## config.mk

```make
export PLATFORM = sky130hd
export DESIGN_NAME = fir_top
export DESIGN_NICKNAME = d
export VERILOG_FILES = /design/src/rtl/fir_pkg.sv /design/src/rtl/fir_axil_regs.sv /design/src/rtl/fir_engine.sv /design/src/rtl/fir_sample_buffer.sv /design/src/rtl/fir_top.sv
export SDC_FILE = /design/constraint.sdc
export NUM_CORES = 2
export LEC_CHECK = 0
export BUFFER_PORTS_ARGS = -buffer_cell sky130_fd_sc_hd__buf_2
export CAP_MARGIN = 0
export CORE_UTILIZATION = 30
export DETAILED_ROUTE_END_ITERATION = 16
export PLACE_DENSITY_LB_ADDON = 0.15
export SLEW_MARGIN = 20
export SYNTH_ARGS = -nofsm -noshare
export SYNTH_HDL_FRONTEND = slang
export SYNTH_SLANG_ARGS = --single-unit
```

## constraint.sdc

```tcl
create_clock -name axis_clk -period 10.99 [get_ports axis_clk]
set_input_delay 1.099 -clock axis_clk [delete_from_list [all_inputs] [get_ports axis_clk]]
set_output_delay 1.099 -clock axis_clk [all_outputs]
set_load 0.02 [all_outputs]
```

## src/rtl/fir_pkg.sv

```systemverilog
package fir_pkg;

    //////////////////////////////////////////////////
    // widths
    //////////////////////////////////////////////////
    localparam int DATA_WIDTH = 32;
    localparam int ADDR_WIDTH = 12;

    // samples, coefficients, sums and bus data
    typedef logic [DATA_WIDTH-1:0] data_t;
    // axi-lite byte address
    typedef logic [ADDR_WIDTH-1:0] addr_t;
    // tap index and sample age
    typedef logic [3:0] tap_idx_t;

    //////////////////////////////////////////////////
    // register map
    //////////////////////////////////////////////////
    // bit 0 start, bit 1 done, bit 2 idle
    localparam addr_t AP_CTRL_ADDR = 12'h000;
    // coefficient k at COEF_BASE_ADDR + 4k
    localparam addr_t COEF_BASE_ADDR = 12'h020;

    // engine states
    typedef enum logic [1:0] {
        ST_CLEAR,
        ST_WAIT_IN,
        ST_MAC,
        ST_OUT
    } engine_state_e;

endpackage

```

## src/rtl/fir_axil_regs.sv

```systemverilog
module fir_axil_regs #(
    parameter int NUM_TAPS = 11
) (
    input  logic             axis_clk,
    input  logic             axis_rst_n,
    // write address and data
    input  fir_pkg::addr_t   awaddr,
    input  logic             awvalid,
    output logic             awready,
    input  fir_pkg::data_t   wdata,
    input  logic             wvalid,
    output logic             wready,
    // write response
    output logic             bvalid,
    output logic [1:0]       bresp,
    input  logic             bready,
    // read
    input  fir_pkg::addr_t   araddr,
    input  logic             arvalid,
    output logic             arready,
    output fir_pkg::data_t   rdata,
    output logic             rvalid,
    input  logic             rready,
    // engine side
    output logic             ap_start,
    input  logic             run_done,
    input  fir_pkg::tap_idx_t coef_idx,
    output fir_pkg::data_t   coef
);
    import fir_pkg::*;

    localparam logic [1:0] RESP_OKAY = 2'b00;

    logic  ap_done;
    logic  ap_idle;
    logic  wr_hs;
    logic  rd_hs;
    logic  start_req;
    data_t rd_word;
    data_t coef_q [0:NUM_TAPS-1];

    // aligned offset inside the coefficient window
    function automatic logic coef_hit(addr_t a);
        addr_t ofs;
        ofs = a - COEF_BASE_ADDR;
        return (a >= COEF_BASE_ADDR) && (ofs < addr_t'(4 * NUM_TAPS)) && (a[1:0] == 2'b00);
    endfunction

    function automatic tap_idx_t coef_slot(addr_t a);
        addr_t ofs;
        ofs = a - COEF_BASE_ADDR;
        return ofs[5:2];
    endfunction

    // aw and w accepted together
    assign wready    = awready;
    assign wr_hs     = awready && awvalid && wvalid;
    assign rd_hs     = arready && arvalid;
    assign bresp     = RESP_OKAY;
    assign start_req = wr_hs && (awaddr == AP_CTRL_ADDR) && wdata[0] && ap_idle;
    assign coef      = coef_q[coef_idx];

    //////////////////////////////////////////////////
    // handshakes and control bits
    //////////////////////////////////////////////////
    always_ff @(posedge axis_clk) begin
        if (!axis_rst_n) begin
            awready  <= 1'b0;
            bvalid   <= 1'b0;
            arready  <= 1'b0;
            rvalid   <= 1'b0;
            ap_start <= 1'b0;
            ap_done  <= 1'b0;
            ap_idle  <= 1'b1;
        end else begin
            // single-cycle ready, never while a response is pending
            awready <= awvalid && wvalid && !bvalid && !awready;
            if (wr_hs) begin
                bvalid <= 1'b1;
            end else if (bready) begin
                bvalid <= 1'b0;
            end

            arready <= arvalid && !rvalid && !arready;
            if (rd_hs) begin
                rvalid <= 1'b1;
            end else if (rready) begin
                rvalid <= 1'b0;
            end

            ap_start <= start_req;
            if (run_done) begin
                ap_done <= 1'b1;
                ap_idle <= 1'b1;
            end
            if (start_req) begin
                ap_done <= 1'b0;
                ap_idle <= 1'b0;
            end
        end
    end

    // read mux, unmapped offsets give zero
    always_comb begin
        rd_word = '0;
        if (araddr == AP_CTRL_ADDR) begin
            rd_word = {{(DATA_WIDTH-3){1'b0}}, ap_idle, ap_done, 1'b0};
        end else if (coef_hit(araddr)) begin
            rd_word = coef_q[coef_slot(araddr)];
        end
    end

    always_ff @(posedge axis_clk) begin
        if (rd_hs) begin
            rdata <= rd_word;
        end
    end

    // coefficients locked while a run is busy
    always_ff @(posedge axis_clk) begin
        if (wr_hs && ap_idle && coef_hit(awaddr)) begin
            coef_q[coef_slot(awaddr)] <= wdata;
        end
    end

endmodule

```

## src/rtl/fir_engine.sv

```systemverilog
module fir_engine #(
    parameter int NUM_TAPS = 11
) (
    input  logic              axis_clk,
    input  logic              axis_rst_n,
    // control
    input  logic              ap_start,
    output logic              run_done,
    // coefficient lookup
    output fir_pkg::tap_idx_t coef_idx,
    input  fir_pkg::data_t    coef,
    // sample history
    output logic              buf_clear,
    output logic              buf_wr_en,
    output fir_pkg::data_t    buf_wr_data,
    output fir_pkg::tap_idx_t buf_rd_age,
    input  fir_pkg::data_t    buf_rd_data,
    // stream in
    input  logic              ss_tvalid,
    input  fir_pkg::data_t    ss_tdata,
    input  logic              ss_tlast,
    output logic              ss_tready,
    // stream out
    output logic              sm_tvalid,
    output fir_pkg::data_t    sm_tdata,
    output logic              sm_tlast,
    input  logic              sm_tready
);
    import fir_pkg::*;

    localparam tap_idx_t LAST_TAP = tap_idx_t'(NUM_TAPS - 1);

    engine_state_e state;
    tap_idx_t      tap_cnt;
    // history write still owed for the sample just taken
    logic          wr_pend;
    // set by start, dropped after the tlast output
    logic          armed;
    logic          ss_hs;
    logic          sm_hs;
    data_t         sample_q;
    logic          last_q;
    data_t         acc;
    data_t         product;

    assign ss_tready = (state == ST_WAIT_IN) && armed;
    assign ss_hs     = ss_tvalid && ss_tready;
    assign sm_tvalid = (state == ST_OUT);
    assign sm_tlast  = sm_tvalid && last_q;
    assign sm_tdata  = acc;
    assign sm_hs     = sm_tvalid && sm_tready;
    assign run_done  = sm_hs && last_q;

    // tap index doubles as sample age and clear counter
    assign coef_idx    = tap_cnt;
    assign buf_rd_age  = tap_cnt;
    assign buf_clear   = (state == ST_CLEAR);
    assign buf_wr_en   = (state == ST_MAC) && wr_pend;
    assign buf_wr_data = sample_q;

    // low 32 bits, same for signed and unsigned
    assign product = coef * buf_rd_data;

    //////////////////////////////////////////////////
    // state machine
    //////////////////////////////////////////////////
    always_ff @(posedge axis_clk) begin
        if (!axis_rst_n) begin
            state   <= ST_WAIT_IN;
            tap_cnt <= '0;
            wr_pend <= 1'b0;
            armed   <= 1'b0;
        end else if (ap_start) begin
            state   <= ST_CLEAR;
            tap_cnt <= '0;
            wr_pend <= 1'b0;
            armed   <= 1'b1;
        end else begin
            case (state)
                ST_CLEAR: begin
                    if (tap_cnt == LAST_TAP) begin
                        state   <= ST_WAIT_IN;
                        tap_cnt <= '0;
                    end else begin
                        tap_cnt <= tap_cnt + 1'b1;
                    end
                end
                ST_WAIT_IN: begin
                    if (ss_hs) begin
                        state   <= ST_MAC;
                        wr_pend <= 1'b1;
                    end
                end
                ST_MAC: begin
                    if (wr_pend) begin
                        wr_pend <= 1'b0;
                    end else if (tap_cnt == LAST_TAP) begin
                        state   <= ST_OUT;
                        tap_cnt <= '0;
                    end else begin
                        tap_cnt <= tap_cnt + 1'b1;
                    end
                end
                ST_OUT: begin
                    // hold result until the sink takes it
                    if (sm_hs) begin
                        state <= ST_WAIT_IN;
                        if (last_q) begin
                            armed <= 1'b0;
                        end
                    end
                end
                default: begin
                    state <= ST_WAIT_IN;
                end
            endcase
        end
    end

    //////////////////////////////////////////////////
    // datapath
    //////////////////////////////////////////////////
    always_ff @(posedge axis_clk) begin
        if (ss_hs) begin
            sample_q <= ss_tdata;
            last_q   <= ss_tlast;
            acc      <= '0;
        end else if ((state == ST_MAC) && !wr_pend) begin
            acc <= acc + product;
        end
    end

endmodule

```

## src/rtl/fir_sample_buffer.sv

```systemverilog
module fir_sample_buffer #(
    parameter int NUM_TAPS = 11
) (
    input  logic              axis_clk,
    input  logic              axis_rst_n,
    input  logic              buf_clear,
    input  logic              buf_wr_en,
    input  fir_pkg::data_t    buf_wr_data,
    input  fir_pkg::tap_idx_t buf_rd_age,
    output fir_pkg::data_t    buf_rd_data
);
    import fir_pkg::*;

    data_t      mem [0:NUM_TAPS-1];
    tap_idx_t   wr_ptr;
    tap_idx_t   clr_ptr;
    logic [4:0] rd_sum;
    logic [4:0] rd_slot;

    // newest sample sits just behind wr_ptr
    assign rd_sum      = {1'b0, wr_ptr} + 5'(NUM_TAPS - 1) - {1'b0, buf_rd_age};
    assign rd_slot     = (rd_sum >= 5'(NUM_TAPS)) ? rd_sum - 5'(NUM_TAPS) : rd_sum;
    assign buf_rd_data = mem[rd_slot[3:0]];

    always_ff @(posedge axis_clk) begin
        if (!axis_rst_n) begin
            wr_ptr  <= '0;
            clr_ptr <= '0;
            for (int i = 0; i < NUM_TAPS; i++) begin
                mem[i] <= '0;
            end
        end else if (buf_clear) begin
            // one entry per cycle
            mem[clr_ptr] <= '0;
            clr_ptr      <= (clr_ptr == tap_idx_t'(NUM_TAPS - 1)) ? '0 : clr_ptr + 1'b1;
            wr_ptr       <= '0;
        end else begin
            clr_ptr <= '0;
            if (buf_wr_en) begin
                mem[wr_ptr] <= buf_wr_data;
                wr_ptr      <= (wr_ptr == tap_idx_t'(NUM_TAPS - 1)) ? '0 : wr_ptr + 1'b1;
            end
        end
    end

endmodule

```

## src/rtl/fir_top.sv

```systemverilog
module fir_top #(
    parameter int NUM_TAPS = 11
) (
    input  logic           axis_clk,
    input  logic           axis_rst_n,
    // axi-lite write
    input  fir_pkg::addr_t awaddr,
    input  logic           awvalid,
    output logic           awready,
    input  fir_pkg::data_t wdata,
    input  logic           wvalid,
    output logic           wready,
    output logic           bvalid,
    output logic [1:0]     bresp,
    input  logic           bready,
    // axi-lite read
    input  fir_pkg::addr_t araddr,
    input  logic           arvalid,
    output logic           arready,
    output fir_pkg::data_t rdata,
    output logic           rvalid,
    input  logic           rready,
    // stream in
    input  logic           ss_tvalid,
    input  fir_pkg::data_t ss_tdata,
    input  logic           ss_tlast,
    output logic           ss_tready,
    // stream out
    output logic           sm_tvalid,
    output fir_pkg::data_t sm_tdata,
    output logic           sm_tlast,
    input  logic           sm_tready
);
    import fir_pkg::*;

    logic     ap_start;
    logic     run_done;
    tap_idx_t coef_idx;
    data_t    coef;
    logic     buf_clear;
    logic     buf_wr_en;
    data_t    buf_wr_data;
    tap_idx_t buf_rd_age;
    data_t    buf_rd_data;

    fir_axil_regs #(
        .NUM_TAPS (NUM_TAPS)
    ) u_regs (
        .axis_clk   (axis_clk),
        .axis_rst_n (axis_rst_n),
        .awaddr     (awaddr),
        .awvalid    (awvalid),
        .awready    (awready),
        .wdata      (wdata),
        .wvalid     (wvalid),
        .wready     (wready),
        .bvalid     (bvalid),
        .bresp      (bresp),
        .bready     (bready),
        .araddr     (araddr),
        .arvalid    (arvalid),
        .arready    (arready),
        .rdata      (rdata),
        .rvalid     (rvalid),
        .rready     (rready),
        .ap_start   (ap_start),
        .run_done   (run_done),
        .coef_idx   (coef_idx),
        .coef       (coef)
    );

    fir_sample_buffer #(
        .NUM_TAPS (NUM_TAPS)
    ) u_buf (
        .axis_clk    (axis_clk),
        .axis_rst_n  (axis_rst_n),
        .buf_clear   (buf_clear),
        .buf_wr_en   (buf_wr_en),
        .buf_wr_data (buf_wr_data),
        .buf_rd_age  (buf_rd_age),
        .buf_rd_data (buf_rd_data)
    );

    fir_engine #(
        .NUM_TAPS (NUM_TAPS)
    ) u_engine (
        .axis_clk    (axis_clk),
        .axis_rst_n  (axis_rst_n),
        .ap_start    (ap_start),
        .run_done    (run_done),
        .coef_idx    (coef_idx),
        .coef        (coef),
        .buf_clear   (buf_clear),
        .buf_wr_en   (buf_wr_en),
        .buf_wr_data (buf_wr_data),
        .buf_rd_age  (buf_rd_age),
        .buf_rd_data (buf_rd_data),
        .ss_tvalid   (ss_tvalid),
        .ss_tdata    (ss_tdata),
        .ss_tlast    (ss_tlast),
        .ss_tready   (ss_tready),
        .sm_tvalid   (sm_tvalid),
        .sm_tdata    (sm_tdata),
        .sm_tlast    (sm_tlast),
        .sm_tready   (sm_tready)
    );

endmodule
```

==> results.json <==
{
  "status": "finished clean",
  "max_freq_mhz": 94.53,
  "cts.sinks": 988,
  "final_max_slew_viol_count": 0,
  "io_pins": 172,
  "synth_area_leaders": "edfxtp_1, fa_1, mux4_2, nor2_1, mux2i_1",
  "cp-end-kind": "register",
  "dieArea_um2": 200700,
  "die_h_um": 448.0,
  "synth_top_area_frac": 0.4514,
  "placed_area_um2": 65050,
  "grt_usage": 0.2014,
  "setup_viol": 0,
  "ys_warn_count": 0,
  "ant_nets": 0,
  "grt_pass1_wl_um": 292300,
  "first_iter_violations": 3178,
  "ys_seq_area_frac": 0.4820,
  "via_per_inst": 4.941,
  "synth_top_family_by_area": "adder cells",
  "clk_pin_slew_ns": 0.06,
  "drc": 0,
  "synthFlopType": "edfxtp_1",
  "timing.final.crit_period_ns": 10.58,
  "dp.final_hpwl_um": 134000,
  "vias": 39563,
  "final.setup.worst_slack_ns": 0.4113,
  "cts_tree": "built",
  "io_buffer_count": 169,
  "synthToLayoutAreaGrowth_pct": 15.76,
  "grt_antenna_before_repair": 13,
  "crit_arrival_ns": 11.24,
  "grt_use_met3": 0.03088,
  "cts_buffers": 113,
  "cp_max_fo": 11,
  "max-cap-violations": 0,
  "worst_clock_skew_ns": 0.05186,
  "gp_congestion": 0.8462,
  "insertion_delay_ns": 0.79,
  "synth_edf_count": 897,
  "std_cell_rows": 163,
  "synth-compound-area-share": 0.05943,
  "final_nets": 5942,
  "root_buffer": "clkbuf_16",
  "synth_xor_area_frac": 0.01537,
  "fin_util": 0.3499,
  "drive_gt1_frac": 0.1803,
  "ys_types": 84,
  "required_ns": 11.65,
  "n_fill_cell": 19808,
  "core_um2": 197400,
  "ys_ff_latch": 988,
  "grt_pass1_vias": 41700,
  "async_reset_ff_frac": 0,
  "cts_max_path_buffers": 3,
  "relSlewSlack": 0.2988,
  "overflow": 0,
  "design_area_um2": 69070,
  "initial_utilization": 0.3022,
  "grt_max_degree": 64,
  "dp_slack_ns": 0.1431,
  "max_slew.worst_pin.slew_ns": 1.052,
  "drt-pass1-iter-count": 5,
  "hp-class": "register to register",
  "synth_area_leader_cell": "edfxtp_1",
  "crit_path_top_delay_cell": "a211oi_4",
  "synthAdderAreaFrac": 0.1769,
  "setup.worst_path.start_class": "register",
  "synth.avg_cell_area_um2": 11.90,
  "wl_per_cell_um": 25.01,
  "hold_violations": 0,
  "crit_type": "register to register",
  "synth_area_um2": 59670,
  "finalWirelength_um": 200300,
  "muxShareOfSynthArea": 0.09768,
  "fp.dieW_um": 448.0,
  "h-tree-depth": 3,
  "post-route-period-util": 0.9626,
  "cpPeakStageDelay_ns": 0.62,
  "use_met1": 0.2730,
  "yosys.area_share.simple": 0.1106,
  "grt-busiest-layer": "met2",
  "syn_inst": 5013,
  "grtUsageMet2": 0.3394
}
critical path, delay by kind of cell, from the launching register on:
family          cells  cell delay [ns]
fa+ha+maj          12             5.28
compound gates     10             2.33
simple gates        5             1.22
buf+inv            12             1.18
flops               1             0.33
mux                 1             0.13
routing by layer:
layer	vias up	part of all wire
met5	-	0.00049
met4	14	0.020
met3	193	0.056
met2	1054	0.49
met1	20678	0.44
li1	17624	-
cell families (layout without fill, tap and decap cells):
family          count (synthesis)  count (layout)
buf+inv                       894            1244
fa+ha+maj                     580             580
mux                           393             393
other cells                     1               5
flops                         988             988
xor+xnor                       92              92
compound gates                562             562
simple gates                 1503            1503
cells in the final DEF (no fill, tap or decap), types with 87 or more instances in the layout:
cell type and n:
inv_1 583, buf_4 255, mux4_2 150, o21ai_0 117, or2_2 92, dfxtp_1 87, nor2_1 758, buf_2 167
edfxtp_1 897, a21oi_1 154, mux2i_1 227, nand2_1 312, clkbuf_16 114, ha_1 141, fa_1 438
metrics by stage:
stage	hold WS, ns	setup TNS, ns	std cells
final	0.4371	0	8007
after global placement	0.4259	0	7770
after detailed placement	0.4315	0	7770
after CTS	0.4379	0	7985
after floorplan	0.4370	0	5014
after global routing	0.4516	-0.02415	8004
cell usage after synthesis, types with 5 or more instances:
| library cell | count |
|---|---|
| clkbuf_1 | 225 |
| xnor3_1 | 7 |
| buf_4 | 7 |
| a311oi_1 | 8 |
| dfxtp_1 | 91 |
| inv_1 | 584 |
| a211oi_1 | 52 |
| mux2_2 | 14 |
| buf_1 | 26 |
| a31o_2 | 5 |
| nand4_1 | 5 |
| or2_2 | 92 |
| nor4_1 | 13 |
| a31oi_1 | 9 |
| a21o_1 | 17 |
| nand2_1 | 331 |
| o221ai_1 | 17 |
| a21oi_1 | 166 |
| ha_1 | 141 |
| o21bai_1 | 7 |
| nor2b_1 | 40 |
| xor2_1 | 19 |
| xnor2_1 | 64 |
| o22ai_1 | 63 |
| nor2_1 | 772 |
| buf_2 | 49 |
| and2_1 | 54 |
| nand2b_1 | 84 |
| nor3_1 | 36 |
| edfxtp_1 | 897 |
| fa_1 | 439 |
| nand3_1 | 42 |
| or3_1 | 5 |
| a22oi_1 | 8 |
| mux2i_1 | 229 |
| o31ai_1 | 8 |
| mux4_2 | 150 |
| o21a_1 | 15 |
| and3_1 | 7 |
| o21ai_0 | 125 |
| a2111oi_0 | 11 |
area by class of cell:
class                           count  area, um^2  area share
Clock buffer                      155        3045     0.04409
Tap cell                         2640        3303     0.04783
Sequential cell                   988       28770      0.4166
Multi-Input combinational cell   3132       27940      0.4046
Inverter                          584        2193     0.03176
Clock inverter                     60       621.8    0.009003
Timing Repair Buffer              445        3181     0.04605
Antenna cell                        3       7.507   0.0001087
sequential cells by signal, summed over array words and instances, names as in the netlist, 2 cells and up, named ones only:
signal                count
u_buf.mem               512
u_regs.coef_q           352
u_engine.buf_wr_data     32
u_engine.sm_tdata        32
u_regs.rdata             32
u_buf.clr_ptr             4
u_buf.wr_ptr              4
u_engine.buf_rd_age       4
u_engine.state            2
final timing paths:
| path | from | to | slack, ns | cells after the start |
|---|---|---|---|---|
| hold / removal | u_regs.bvalid | u_regs.awready | 0.44 | 1 |
| hold reg to reg | u_regs.bvalid | u_regs.awready | 0.44 | 1 |
| setup reg to reg | u_buf.wr_ptr[1] | u_engine.sm_tdata[30] | 0.41 | 40 |
| setup / recovery | u_buf.wr_ptr[1] | u_engine.sm_tdata[30] | 0.41 | 40 |
timing repair:
| action | 4_1_cts | 5_1_grt |
|---|---|---|
| hold buffers | 0 | 0 |
| gates resized for setup | 0 | 38 |
| endpoints found under the setup margin | 0 | 9 |
| buffers inserted | 0 | 17 |
Power is not shown: default switching activity piles up to over one toggle a cycle in this logic, so the estimate is an artifact.
